File: src/hdl/img_pkg.sv
package img_pkg;

    // ========================================
    // Image geometry
    // ========================================
    localparam int IMG_WIDTH   = 16;
    localparam int IMG_HEIGHT  = 8;
    localparam int PIXEL_COUNT = IMG_WIDTH * IMG_HEIGHT;

    localparam int ADDR_W  = $clog2(PIXEL_COUNT);
    localparam int COUNT_W = ADDR_W + 1;
    localparam int STAT_W  = 8;
    localparam int PIXEL_W = 12;
    localparam int WORD_W  = 16;

    // ========================================
    // Readout stream layout
    // ========================================
    localparam int HEADER_WORDS   = 4;
    localparam int CHECKSUM_WORDS = 2;
    localparam int PADDING_WORDS  = 2;
    localparam int TAIL_WORDS     = CHECKSUM_WORDS + PADDING_WORDS;

    typedef enum logic [1:0] {
        CAP_IDLE,
        CAP_WAIT_FRAME,
        CAP_CHECK_SKIP,
        CAP_STORE
    } capture_state_t;

    typedef enum logic [2:0] {
        RD_IDLE,
        RD_HEADER,
        RD_PIXELS,
        RD_DRAIN,
        RD_TAIL
    } readout_state_t;

endpackage

File: src/hdl/fletcher_checksum.sv
module fletcher_checksum (
    input  logic                          clk,
    input  logic                          rst_n,
    input  logic                          clear,
    input  logic                          en,
    input  logic [img_pkg::WORD_W-1:0]    din,
    output logic [2*img_pkg::WORD_W-1:0]  sum
);

    logic [15:0] sum_lo;
    logic [15:0] sum_hi;
    logic [15:0] lo_next;

    // Addition modulo 65535 of two values below 65536
    function automatic logic [15:0] add_mod(input logic [15:0] a, input logic [15:0] b);
        logic [16:0] s;
        s = {1'b0, a} + {1'b0, b};
        if (s >= 17'd65535) begin
            s = s - 17'd65535;
        end
        return s[15:0];
    endfunction

    assign lo_next = add_mod(sum_lo, din);
    assign sum     = {sum_hi, sum_lo};

    always_ff @(posedge clk) begin
        if (!rst_n || clear) begin
            sum_lo <= 16'd0;
            sum_hi <= 16'd0;
        end else if (en) begin
            sum_lo <= lo_next;
            sum_hi <= add_mod(sum_hi, lo_next);
        end
    end

endmodule

File: src/hdl/frame_buffer.sv
module frame_buffer (
    input  logic                        clk,
    input  logic                        wr_en,
    input  logic [img_pkg::ADDR_W-1:0]  wr_addr,
    input  logic [img_pkg::WORD_W-1:0]  wr_data,
    input  logic                        rd_en,
    input  logic [img_pkg::ADDR_W-1:0]  rd_addr,
    output logic [img_pkg::WORD_W-1:0]  rd_data
);

    // One word per pixel, in raster order
    logic [img_pkg::WORD_W-1:0] mem [img_pkg::PIXEL_COUNT];

    always_ff @(posedge clk) begin
        if (wr_en) begin
            mem[wr_addr] <= wr_data;
        end
    end

    // Registered read, data follows rd_en by one cycle
    always_ff @(posedge clk) begin
        if (rd_en) begin
            rd_data <= mem[rd_addr];
        end
    end

endmodule

File: src/hdl/img_capture.sv
module img_capture (
    input  logic                         clk,
    input  logic                         rst_n,
    input  logic                         cmd_capture,
    input  logic                         cmd_skip,
    input  logic                         img_fv,
    input  logic                         img_lv,
    input  logic [img_pkg::PIXEL_W-1:0]  img_d,
    output logic                         wr_en,
    output logic [img_pkg::ADDR_W-1:0]   wr_addr,
    output logic [img_pkg::WORD_W-1:0]   wr_data,
    output logic                         capture_done,
    output logic [img_pkg::COUNT_W-1:0]  pixel_count,
    output logic [img_pkg::STAT_W-1:0]   highlight_count,
    output logic [img_pkg::STAT_W-1:0]   shadow_count
);

    img_pkg::capture_state_t state;

    logic                        fv_prev;
    logic                        lv_prev;
    logic [1:0]                  x_pos;
    logic [1:0]                  y_pos;
    logic                        skip_left;
    logic                        stat_en;
    logic [img_pkg::PIXEL_W-1:0] stat_px;
    logic                        frame_start;
    logic                        buf_full;
    logic                        store_px;

    assign frame_start = img_fv && !fv_prev;
    assign buf_full    = (pixel_count == img_pkg::COUNT_W'(img_pkg::PIXEL_COUNT));
    assign store_px    = (state == img_pkg::CAP_STORE) && img_lv && !buf_full;

    // ========================================
    // Sensor timing tracking
    // ========================================
    always_ff @(posedge clk) begin
        if (!rst_n) begin
            fv_prev <= 1'b0;
            lv_prev <= 1'b0;
            x_pos   <= 2'd0;
            y_pos   <= 2'd0;
        end else begin
            fv_prev <= img_fv;
            lv_prev <= img_lv;
            // Both positions wrap mod 4 for the statistics grid
            x_pos <= img_lv ? x_pos + 2'd1 : 2'd0;
            if (!img_fv) begin
                y_pos <= 2'd0;
            end else if (lv_prev && !img_lv) begin
                y_pos <= y_pos + 2'd1;
            end
        end
    end

    // ========================================
    // Capture FSM and counters
    // ========================================
    always_ff @(posedge clk) begin
        if (!rst_n) begin
            state           <= img_pkg::CAP_IDLE;
            skip_left       <= 1'b0;
            wr_en           <= 1'b0;
            stat_en         <= 1'b0;
            capture_done    <= 1'b0;
            pixel_count     <= '0;
            highlight_count <= '0;
            shadow_count    <= '0;
        end else begin
            capture_done <= 1'b0;
            wr_en        <= store_px;
            stat_en      <= store_px && (x_pos == 2'd0) && (y_pos == 2'd0);

            if (store_px) begin
                pixel_count <= pixel_count + 1'b1;
            end

            // Sampled pixel is judged one cycle later on its top 7 bits
            if (stat_en) begin
                if (&stat_px[11:5]) begin
                    highlight_count <= highlight_count + 1'b1;
                end else if (~|stat_px[11:5]) begin
                    shadow_count <= shadow_count + 1'b1;
                end
            end

            case (state)
                img_pkg::CAP_IDLE: begin
                    if (cmd_capture) begin
                        pixel_count     <= '0;
                        highlight_count <= '0;
                        shadow_count    <= '0;
                        skip_left       <= cmd_skip;
                        state           <= img_pkg::CAP_WAIT_FRAME;
                    end
                end
                img_pkg::CAP_WAIT_FRAME: begin
                    if (frame_start) begin
                        state <= img_pkg::CAP_CHECK_SKIP;
                    end
                end
                img_pkg::CAP_CHECK_SKIP: begin
                    skip_left <= 1'b0;
                    state     <= skip_left ? img_pkg::CAP_WAIT_FRAME : img_pkg::CAP_STORE;
                end
                img_pkg::CAP_STORE: begin
                    if (!img_fv) begin
                        capture_done <= 1'b1;
                        state        <= img_pkg::CAP_IDLE;
                    end
                end
                default: state <= img_pkg::CAP_IDLE;
            endcase
        end
    end

    // Buffer word is low byte first, then the top nibble
    always_ff @(posedge clk) begin
        wr_addr <= pixel_count[img_pkg::ADDR_W-1:0];
        wr_data <= {img_d[7:0], 4'b0000, img_d[11:8]};
        stat_px <= img_d;
    end

endmodule

File: src/hdl/img_controller.sv
module img_controller (
    input  logic                                          clk,
    input  logic                                          rst_n,
    input  logic                                          cmd_capture,
    input  logic                                          cmd_skip,
    input  logic                                          cmd_readout,
    input  logic [img_pkg::HEADER_WORDS*img_pkg::WORD_W-1:0] cmd_header,
    input  logic                                          cmd_thumb,
    input  logic                                          img_fv,
    input  logic                                          img_lv,
    input  logic [img_pkg::PIXEL_W-1:0]                   img_d,
    input  logic                                          readout_trigger,
    output logic                                          capture_done,
    output logic [img_pkg::COUNT_W-1:0]                   pixel_count,
    output logic [img_pkg::STAT_W-1:0]                    highlight_count,
    output logic [img_pkg::STAT_W-1:0]                    shadow_count,
    output logic                                          readout_start,
    output logic                                          readout_ready,
    output logic [img_pkg::WORD_W-1:0]                    readout_data
);

    // Buffer write side
    logic                        wr_en;
    logic [img_pkg::ADDR_W-1:0]  wr_addr;
    logic [img_pkg::WORD_W-1:0]  wr_data;

    // Buffer read side
    logic                        rd_en;
    logic [img_pkg::ADDR_W-1:0]  rd_addr;
    logic [img_pkg::WORD_W-1:0]  rd_data;

    // Checksum
    logic                          ck_clear;
    logic                          ck_en;
    logic [img_pkg::WORD_W-1:0]    ck_din;
    logic [2*img_pkg::WORD_W-1:0]  ck_sum;

    img_capture i_img_capture (
        .clk             (clk),
        .rst_n           (rst_n),
        .cmd_capture     (cmd_capture),
        .cmd_skip        (cmd_skip),
        .img_fv          (img_fv),
        .img_lv          (img_lv),
        .img_d           (img_d),
        .wr_en           (wr_en),
        .wr_addr         (wr_addr),
        .wr_data         (wr_data),
        .capture_done    (capture_done),
        .pixel_count     (pixel_count),
        .highlight_count (highlight_count),
        .shadow_count    (shadow_count)
    );

    frame_buffer i_frame_buffer (
        .clk     (clk),
        .wr_en   (wr_en),
        .wr_addr (wr_addr),
        .wr_data (wr_data),
        .rd_en   (rd_en),
        .rd_addr (rd_addr),
        .rd_data (rd_data)
    );

    fletcher_checksum i_fletcher_checksum (
        .clk   (clk),
        .rst_n (rst_n),
        .clear (ck_clear),
        .en    (ck_en),
        .din   (ck_din),
        .sum   (ck_sum)
    );

    readout_ctrl i_readout_ctrl (
        .clk             (clk),
        .rst_n           (rst_n),
        .cmd_readout     (cmd_readout),
        .cmd_header      (cmd_header),
        .cmd_thumb       (cmd_thumb),
        .rd_data         (rd_data),
        .sum             (ck_sum),
        .readout_trigger (readout_trigger),
        .rd_en           (rd_en),
        .rd_addr         (rd_addr),
        .ck_clear        (ck_clear),
        .ck_en           (ck_en),
        .ck_din          (ck_din),
        .readout_start   (readout_start),
        .readout_ready   (readout_ready),
        .readout_data    (readout_data)
    );

endmodule

File: src/hdl/readout_ctrl.sv
module readout_ctrl (
    input  logic                                          clk,
    input  logic                                          rst_n,
    input  logic                                          cmd_readout,
    input  logic [img_pkg::HEADER_WORDS*img_pkg::WORD_W-1:0] cmd_header,
    input  logic                                          cmd_thumb,
    input  logic [img_pkg::WORD_W-1:0]                    rd_data,
    input  logic [2*img_pkg::WORD_W-1:0]                  sum,
    input  logic                                          readout_trigger,
    output logic                                          rd_en,
    output logic [img_pkg::ADDR_W-1:0]                    rd_addr,
    output logic                                          ck_clear,
    output logic                                          ck_en,
    output logic [img_pkg::WORD_W-1:0]                    ck_din,
    output logic                                          readout_start,
    output logic                                          readout_ready,
    output logic [img_pkg::WORD_W-1:0]                    readout_data
);

    img_pkg::readout_state_t state;

    logic [img_pkg::HEADER_WORDS*img_pkg::WORD_W-1:0] shift_reg;
    logic [2:0]                  word_cnt;
    logic                        thumb;
    logic                        rd_pend;
    logic                        skid_valid;
    logic [img_pkg::WORD_W-1:0]  skid_data;
    logic                        xfer;
    logic                        load;
    logic                        keep;
    logic                        space;
    logic [1:0]                  occupancy;

    // Output register is free, or is emptied on this edge
    assign xfer = readout_ready && readout_trigger;
    assign load = !readout_ready || readout_trigger;

    // Column is rd_addr[3:0], row is rd_addr[6:4]
    assign keep = !thumb || ((rd_addr[2:1] == 2'b00) && (rd_addr[6:5] == 2'b00));

    // Words held or arriving, against the output register plus the skid
    assign occupancy = {1'b0, readout_ready} + {1'b0, skid_valid} + {1'b0, rd_pend};
    assign space     = (occupancy <= (xfer ? 2'd2 : 2'd1));
    assign rd_en     = (state == img_pkg::RD_PIXELS) && keep && space;

    // ========================================
    // Control FSM
    // ========================================
    always_ff @(posedge clk) begin
        if (!rst_n) begin
            state         <= img_pkg::RD_IDLE;
            readout_start <= 1'b0;
            readout_ready <= 1'b0;
            ck_clear      <= 1'b0;
            ck_en         <= 1'b0;
            rd_pend       <= 1'b0;
            skid_valid    <= 1'b0;
            word_cnt      <= 3'd0;
            thumb         <= 1'b0;
            rd_addr       <= '0;
        end else begin
            readout_start <= 1'b0;
            ck_clear      <= 1'b0;
            rd_pend       <= rd_en;
            // Header and pixel words go into the checksum, the tail does not
            ck_en <= xfer && (state != img_pkg::RD_TAIL);

            case (state)
                img_pkg::RD_IDLE: begin
                    if (cmd_readout) begin
                        readout_start <= 1'b1;
                        ck_clear      <= 1'b1;
                        thumb         <= cmd_thumb;
                        rd_addr       <= '0;
                        skid_valid    <= 1'b0;
                        word_cnt      <= 3'(img_pkg::HEADER_WORDS);
                        state         <= img_pkg::RD_HEADER;
                    end
                end
                img_pkg::RD_HEADER, img_pkg::RD_TAIL: begin
                    if (load) begin
                        if (word_cnt != 3'd0) begin
                            readout_ready <= 1'b1;
                            word_cnt      <= word_cnt - 3'd1;
                        end else begin
                            readout_ready <= 1'b0;
                            state <= (state == img_pkg::RD_HEADER) ? img_pkg::RD_PIXELS
                                                                   : img_pkg::RD_IDLE;
                        end
                    end
                end
                img_pkg::RD_PIXELS, img_pkg::RD_DRAIN: begin
                    // Refill the output from the skid first, then from the buffer
                    if (load) begin
                        readout_ready <= skid_valid || rd_pend;
                        skid_valid    <= skid_valid && rd_pend;
                    end else begin
                        skid_valid <= skid_valid || rd_pend;
                    end

                    if (state == img_pkg::RD_PIXELS && (!keep || space)) begin
                        rd_addr <= rd_addr + 1'b1;
                        if (&rd_addr) begin
                            state <= img_pkg::RD_DRAIN;
                        end
                    end

                    // Everything sent and the last checksum update landed
                    if (state == img_pkg::RD_DRAIN && !rd_pend && !skid_valid &&
                        !readout_ready && !ck_en) begin
                        word_cnt <= 3'(img_pkg::TAIL_WORDS);
                        state    <= img_pkg::RD_TAIL;
                    end
                end
                default: state <= img_pkg::RD_IDLE;
            endcase
        end
    end

    // ========================================
    // Data path
    // ========================================
    always_ff @(posedge clk) begin
        ck_din <= {readout_data[7:0], readout_data[15:8]};

        case (state)
            img_pkg::RD_IDLE: begin
                shift_reg <= cmd_header;
            end
            img_pkg::RD_HEADER, img_pkg::RD_TAIL: begin
                if (load && word_cnt != 3'd0) begin
                    readout_data <= shift_reg[$bits(shift_reg)-1 -: img_pkg::WORD_W];
                    shift_reg    <= shift_reg << img_pkg::WORD_W;
                end
            end
            img_pkg::RD_PIXELS, img_pkg::RD_DRAIN: begin
                if (load) begin
                    if (skid_valid) begin
                        readout_data <= skid_data;
                    end else if (rd_pend) begin
                        readout_data <= rd_data;
                    end
                end
                if (load || !skid_valid) begin
                    skid_data <= rd_data;
                end
                // Little-endian checksum words, then the zero padding
                shift_reg <= {sum[7:0], sum[15:8], sum[23:16], sum[31:24],
                              {img_pkg::PADDING_WORDS*img_pkg::WORD_W{1'b0}}};
            end
            default: begin
            end
        endcase
    end

endmodule

File: config.mk
export PLATFORM = sky130hd
export DESIGN_NAME = img_controller
export DESIGN_NICKNAME = d
export VERILOG_FILES = /design/src/hdl/img_pkg.sv /design/src/hdl/fletcher_checksum.sv /design/src/hdl/frame_buffer.sv /design/src/hdl/img_capture.sv /design/src/hdl/img_controller.sv /design/src/hdl/readout_ctrl.sv
export SDC_FILE = /design/constraint.sdc
export NUM_CORES = 2
export LEC_CHECK = 0
export ABC_CLOCK_PERIOD_IN_PS = 6100
export BUFFER_PORTS_ARGS = -buffer_cell sky130_fd_sc_hd__buf_4
export CAP_MARGIN = 30
export CORE_MARGIN = 8
export CORE_UTILIZATION = 45
export DETAILED_ROUTE_END_ITERATION = 10
export MAX_ROUTING_LAYER = met4
export PLACE_DENSITY = 0.66
export SYNTH_ARGS = -nofsm -noshare
export SYNTH_HDL_FRONTEND = slang
export SYNTH_SLANG_ARGS = --single-unit
File: constraint.sdc
create_clock -name clk -period 6.1 [get_ports clk]
set_input_delay 0 -clock clk [delete_from_list [all_inputs] [get_ports clk]]
set_output_delay 0 -clock clk [all_outputs]
set_load 0.02 [all_outputs]
## Yosys cells after proc, flatten, opt, wreduce, memory -nomap -nowiden

Memory sizes are Yosys's and may differ from the RTL's. A register that Yosys moved wholly into a read port is not among the register bits.
Index checks and enable logic that the tools add are counted.

| operators by class | value |
|---|---|
| $add $sub $neg | 13 |
| multipliers | 0 |
| div/mod/pow operators | 0 |
| magnitude comparators | 3 |
| equal/unequal tests | 23 |
| shift operators | 0 |
| multiplexer cells | 56 |
| bitwise logic cells | 0 |
| reductions and logical operators | 65 |

Operators with widths:

| operator | number |
|---|---|
| case mux 64 bit (3 select lines) | 1 |
| 2-to-1 mux 16 bit | 6 |
| 2-to-1 mux 8 bit | 12 |
| 2-to-1 mux 64 bit | 1 |
| adder 16 x 16 -> 17 bit | 2 |
| greater-or-equal comparator 17 x 16 -> 1 bit (second input constant) | 2 |
| case mux 16 bit (2 select lines) | 1 |
| subtractor 16 bit (second input constant) | 2 |
| 2-to-1 mux 3 bit | 10 |
| adder 8 x 1 -> 8 bit (second input constant) | 3 |
| logical AND 1 bit | 18 |
| case mux 3 bit (3 select lines) | 2 |
| AND reduction 2 bit | 9 |
| 2-to-1 mux 7 bit | 2 |
| != test 2 x 1 -> 1 bit (second input constant) | 7 |
| case mux 7 bit (2 select lines) | 1 |
| AND reduction 7 bit | 2 |
| 2-to-1 mux 2 bit | 6 |
| zero test 1 bit | 10 |
| zero test 2 bit | 5 |
| 2-to-1 mux 1 bit | 10 |
| AND reduction 5 bit | 2 |
| != test 3 x 1 -> 1 bit (second input constant) | 3 |
| AND reduction 3 bit | 3 |
| 23 further kinds | 40 |

| storage, ports and cells | value |
|---|---|
| register bits after elaboration | 246 |
| bits in latches | 0 |
| bits in writable memories | 1,536 |
| ROM bits | 0 |
| output and inout bits | 43 |
| logic and storage cells | 192 |
| memories kept | 1 |

Memory list:

| name | depth | bits a word | read ports | clocked after Yosys merged registers in | write ports | RTL line | source |
|---|---|---|---|---|---|---|---|
| i_frame_buffer.mem | 128 | 12 | 1 | 1 | 1 | frame_buffer.sv:12 | `logic [img_pkg::WORD_W-1:0] mem [img_pkg::PIXEL_COUNT];` |

## Logic depth before layout (Yosys ltp)

| logic depth | value |
|---|---|
| word-level depth | 9 |
| mapped depth | 24 |
| mapped depth without buffers | 23 |

## Cells and area by module

Synthesis repeated with hierarchy kept, for this count alone.

| second synthesis, totals | value |
|---|---|
| cells, all modules | 4,281 |
| area total of the unflattened synthesis | 90,249.1 µm² |

By module, submodules not included:

| module | instances | cells an instance | area an instance (µm²) |
|---|---|---|---|
| frame_buffer | 1 | 3,086 | 78,683.0 |
| readout_ctrl | 1 | 481 | 5,544.1 |
| fletcher_checksum | 1 | 489 | 3,829.9 |
| img_capture | 1 | 225 | 2,192.1 |

## Worst setup path after synthesis

No wires, ideal clock.

| timing path | value |
|---|---|
| path kind | register to register |
| from | register i_fletcher_checksum.sum_lo[0] |
| to | register i_fletcher_checksum.sum_hi[0] |
| setup time | 0.122 ns |
| data arrival time | 5.713 ns |
| setup slack | 0.265 ns |
| stages on the path, launching flop included | 23 |
| period minus slack after synthesis | 5.835 ns |
| cells stage by stage | dfxtp_1 > ha_1 > inv_1 > fa_1 > nor2b_1 > o2111ai_1 > a21o_1 > nand4_1 > o211ai_1 > or4_4 > o21ai_2 > mux2i_1 > inv_1 > ha_1 > a211oi_2 > o211ai_2 > a2111oi_0 > nand3b_1 > or4b_4 > a2111oi_4 > a31oi_4 > and4_1 > a311o_1 |

| between the ends | value |
|---|---|
| cells in the longest elaborated chain, start to end | 6 |
| elaborated cells between the ends (all ways) | 8 |
| classes of those cells | add/sub (4); order compare (2); mux (2) |

RTL lines:

| what | RTL line | source |
|---|---|---|
| start, declared | fletcher_checksum.sv:10 | `logic [15:0] sum_lo;` |
| start signal, assigned | fletcher_checksum.sv:32 | `sum_lo <= lo_next;` |
| adder 16 x 16 -> 17 bit (*) | fletcher_checksum.sv:17 | `s = {1'b0, a} + {1'b0, b};` |
| subtractor 16 bit or greater-or-equal comparator 17 x 16 -> 1 bit (tied branches) | fletcher_checksum.sv:19, fletcher_checksum.sv:18 |  |
| 2-to-1 mux 16 bit (*) | fletcher_checksum.sv:18 | `if (s >= 17'd65535) begin` |
| via i_fletcher_checksum.lo_next[1] | fletcher_checksum.sv:12 | `logic [15:0] lo_next;` |
| adder 16 x 16 -> 17 bit (*) | fletcher_checksum.sv:17 |  |
| greater-or-equal comparator 17 x 16 -> 1 bit (*) | fletcher_checksum.sv:18 |  |
| 2-to-1 mux 16 bit (*) | fletcher_checksum.sv:18 |  |
| end signal, assigned | fletcher_checksum.sv:33 | `sum_hi <= add_mod(sum_hi, lo_next);` |
| end, declared | fletcher_checksum.sv:11 | `logic [15:0] sum_hi;` |

The timed path passes the listed nets; every way through them passes the cells marked *.
A chain may end at the register's enable or synchronous reset.

## Worst setup path in the final report

Ends and elaborated chain as after synthesis.

==> results.sh <==
export IMPL_cts_buffers=177
export IMPL_place_area_mm2=0.0750
export IMPL_postLayoutCellArea_mm2=0.0823
export IMPL_io_pins=128
export IMPL_grt_max_degree=121
export IMPL_portBuffers=127
export IMPL_die_height_um=411
export IMPL_clkTransAtPathRegs_ns=0.06
export IMPL_via_per_inst=5.79
export IMPL_dp_slack_ns=-0.0126
export IMPL_ir_drop_uv=273
export IMPL_num_vias=36200
export IMPL_wl_um=165000
export IMPL_ys_flop_type="edfxtp_1"
export IMPL_area_delta_synth_final_pct=17.1
export IMPL_cts_path_max_buffers=3
export IMPL_async_flop_share=0
export IMPL_criticalPathCategory="register to register"
export IMPL_final_setup_viol_count=0
export IMPL_initial_core_util=0.452
export IMPL_syn_inst=3568
export IMPL_globalRoute_totalOverflow=0
export IMPL_endpoint_kind="register"
export IMPL_period_minus_slack_ns=5.89
export IMPL_r2r_cells=24
export IMPL_slew_headroom=0.349
export IMPL_syn_area_mm2=0.0703
export IMPL_worst_slew_pin_slew_ns=0.975
export IMPL_cp_start_kind="register"
export IMPL_setup_ws_ns=0.215
export IMPL_fin_worst_skew_ns=0.0475
export IMPL_clkLatencyLatePin_ns=0.83
export IMPL_r2r_end="i_fletcher_checksum.sum_hi[0]"
export IMPL_fp_coreArea_mm2=0.156
export IMPL_die_x_um=411
export IMPL_cap_violations=0
export IMPL_rr_startpoint="i_fletcher_checksum.sum_lo[0]"
export IMPL_synth_seq_cells=1762
export IMPL_antenna_found_initial=8
export IMPL_grt_pass1_wl_um=244000
export IMPL_p_per_area_mw_per_mm2=335
export IMPL_ys_warn_count=0
export IMPL_syn_avg_cell_area_um2=19.7
export IMPL_layout_nets=4172
export IMPL_rows=145
export IMPL_synth_edf_count=1640
export IMPL_clockRootBuffer="clkbuf_16"
export IMPL_drcViolationCount=0
export IMPL_syn_num_nets=3701
export IMPL_timing_final_hold_violations=0
export IMPL_cts_tree="yes"
export IMPL_min_to="i_readout_ctrl.shift_reg[56]"
export IMPL_gp_congestion=0.890
export IMPL_min_delay_start="cmd_header[56]"
export IMPL_dp_hpwl_um=103000
export IMPL_drtIter0Drc=4046
export IMPL_fin_crit_sh=0.965
export IMPL_dieArea_mm2=0.169
export IMPL_r2r_setup_slack_ns=0.21
export IMPL_seq_area_frac_synth=0.735
export IMPL_p_total_mw=27.6
export IMPL_first_pass_iters=6
export IMPL_slew_viol_final=0
export IMPL_hold_path_class="primary input to register"
export IMPL_htree_levels=4
export IMPL_final_core_util=0.529
export IMPL_drive_above_1_share=0.286
export IMPL_critical_path_arrival_ns=6.59
export IMPL_worstPathRequired_ns=6.81
export IMPL_cts_sinks=1762
export IMPL_grtUsageTotal=0.198
export IMPL_leakage_nw=25.9
export IMPL_max_clock_freq_mhz=170
export IMPL_holdPathStages=4
export IMPL_largest_reg_flops=1536
export IMPL_synth_cell_types=79
export IMPL_wl_per_cell_um=26.5
export IMPL_first_global_vias=35700
export IMPL_crit_fanout=8
export IMPL_hold_slack_ns=0.0798
export IMPL_antenna_left=0
export IMPL_status="complete, no violations"
timing repair:
item,CTS,global route
hold buffers,134,0
cloned,0,0
pin swaps,0,20
setup endpoints to repair,1,16
endpoints found under the hold margin,152,0
gates resized for setup,2,50
buffers inserted,0,12
cells in the final DEF, fill, tap and decap left out, types with 16 or more instances in the layout:
cell type and count:
clkbuf_1 48, nor2_2 22, dlygate4sd3_1 134, xnor2_1 25
o21ai_0 86, inv_1 36, dfxtp_4 16, nand2_1 191
xor2_1 26, nor2_1 205, nor2b_1 20, buf_4 313
or3_1 19, mux4_2 504, dfxtp_1 101, and3_1 17
a21oi_1 46, a22oi_1 33, nand3_1 45, mux2i_1 25
ha_1 37, edfxtp_1 1640, and2_1 33, o21a_1 17
clkinv_1 35, clkinv_2 29, nor3_1 19, nand4_1 22
clkbuf_16 178
power breakdown:
group          leakage, nW  switching [mW]  total [mW]  internal (mW)
registers             15.9           0.279        14.0           13.7
logic                 7.32            1.84        3.17           1.33
clock network         2.71            4.63        10.4           5.82
total                 25.9            6.75        27.6           20.9
logic make-up after synthesis:
logic type / Yosys count / share of synthesized area
AOI/OAI and AO/OA: 291 / 0.0275
and+or+nand+nor: 652 / 0.0429
DFF: 1762 / 0.735
adders and majority gates: 49 / 0.00900
muxes: 541 / 0.167
xor gates and xnor gates: 56 / 0.00697
buffers and inverters: 217 / 0.0117
how the worst max path moves through the flow:
stage	from	end	slack, ns
6_report	i_fletcher_checksum.sum_lo[0]	i_fletcher_checksum.sum_hi[0]	0.21
3_5_place_dp	i_fletcher_checksum.sum_lo[1]	i_fletcher_checksum.sum_hi[0]	-0.01
3_3_place_gp	i_fletcher_checksum.sum_lo[1]	i_fletcher_checksum.sum_hi[0]	0.09
4_1_cts	i_fletcher_checksum.sum_lo[0]	i_fletcher_checksum.sum_hi[0]	0.03
2_1_floorplan	i_fletcher_checksum.sum_lo[0]	i_fletcher_checksum.sum_hi[0]	0.26
5_1_grt	i_fletcher_checksum.sum_lo[0]	i_fletcher_checksum.sum_hi[6]	-0.06
critical path: stages (launching register included):
cell       delay [ns]
dfxtp_2          0.36
ha_4             0.16
inv_1            0.06
fa_2             0.41
nor2b_4          0.14
o2111ai_2        0.14
a21o_1           0.26
nand3_2          0.11
xnor2_1          0.10
or4_4            0.58
o21ai_4          0.19
buf_6            0.14
nand2_1          0.09
xnor2_2          0.22
ha_4             0.24
nor2b_4          0.13
o31a_1           0.35
o21a_1           0.20
a31o_1           0.21
or4b_4           0.57
a2111oi_4        0.30
buf_6            0.19
a31oi_4          0.14
and4_1           0.23
a311o_1          0.26
through the flow:
step           setup TNS (ns)  instances
3_5_place_dp          -0.0126       5771
2_1_floorplan               0       3568
3_3_place_gp                0       5732
4_1_cts                     0       6230
6_report                    0       6246
5_1_grt                -0.303       6246
final cells by class:
type / count / area [µm²]
Fill cell: 12000 / 73300
Inverter: 36 / 135
Clock buffer: 229 / 4680
Antenna cell: 3 / 7.51
Tap cell: 2058 / 2570
Sequential cell: 1762 / 51800
Clock inverter: 96 / 932
Timing Repair Buffer: 473 / 4140
Multi-Input combinational cell: 1589 / 18100
synthesized netlist by cell type (3+ instances only):
cell / count / area share
a2111oi_0: 5 / 0.00062
a211oi_1: 7 / 0.00075
a21boi_0: 7 / 0.00075
a21o_1: 9 / 0.00096
a21oi_1: 49 / 0.0035
a221oi_1: 3 / 0.00037
a22oi_1: 33 / 0.0035
a311oi_1: 4 / 0.00050
a31oi_1: 14 / 0.0012
and2_1: 33 / 0.0029
and3_1: 18 / 0.0016
and4_1: 4 / 0.00050
buf_1: 43 / 0.0023
clkbuf_1: 137 / 0.0073
dfxtp_1: 122 / 0.035
edfxtp_1: 1640 / 0.70
fa_1: 3 / 0.00085
ha_1: 45 / 0.0080
inv_1: 36 / 0.0019
mux2_2: 12 / 0.0019
mux2i_1: 25 / 0.0036
mux4_2: 504 / 0.16
nand2_1: 191 / 0.010
nand2b_1: 6 / 0.00053
nand3_1: 47 / 0.0033
nand3b_1: 6 / 0.00064
nand4_1: 22 / 0.0020
nand4b_1: 3 / 0.00037
nor2_1: 229 / 0.012
nor2b_1: 22 / 0.0020
nor3_1: 21 / 0.0015
nor3b_1: 4 / 0.00043
nor4_1: 11 / 0.00098
o2111ai_1: 4 / 0.00050
o211ai_1: 5 / 0.00053
o21a_1: 17 / 0.0018
o21ai_0: 91 / 0.0065
o31ai_1: 3 / 0.00032
o41ai_1: 5 / 0.00062
or2_2: 3 / 0.00027
or3_1: 19 / 0.0017
or4_1: 3 / 0.00032
xnor2_1: 29 / 0.0036
xor2_1: 27 / 0.0034
metal layers:
layer	GRT usage	wire [µm]
met1	0.275	69500
met2	0.307	79900
met3	0.0345	11400
met4	0.0551	4390
met5	-	0
Power figures use the tool's default switching activity.
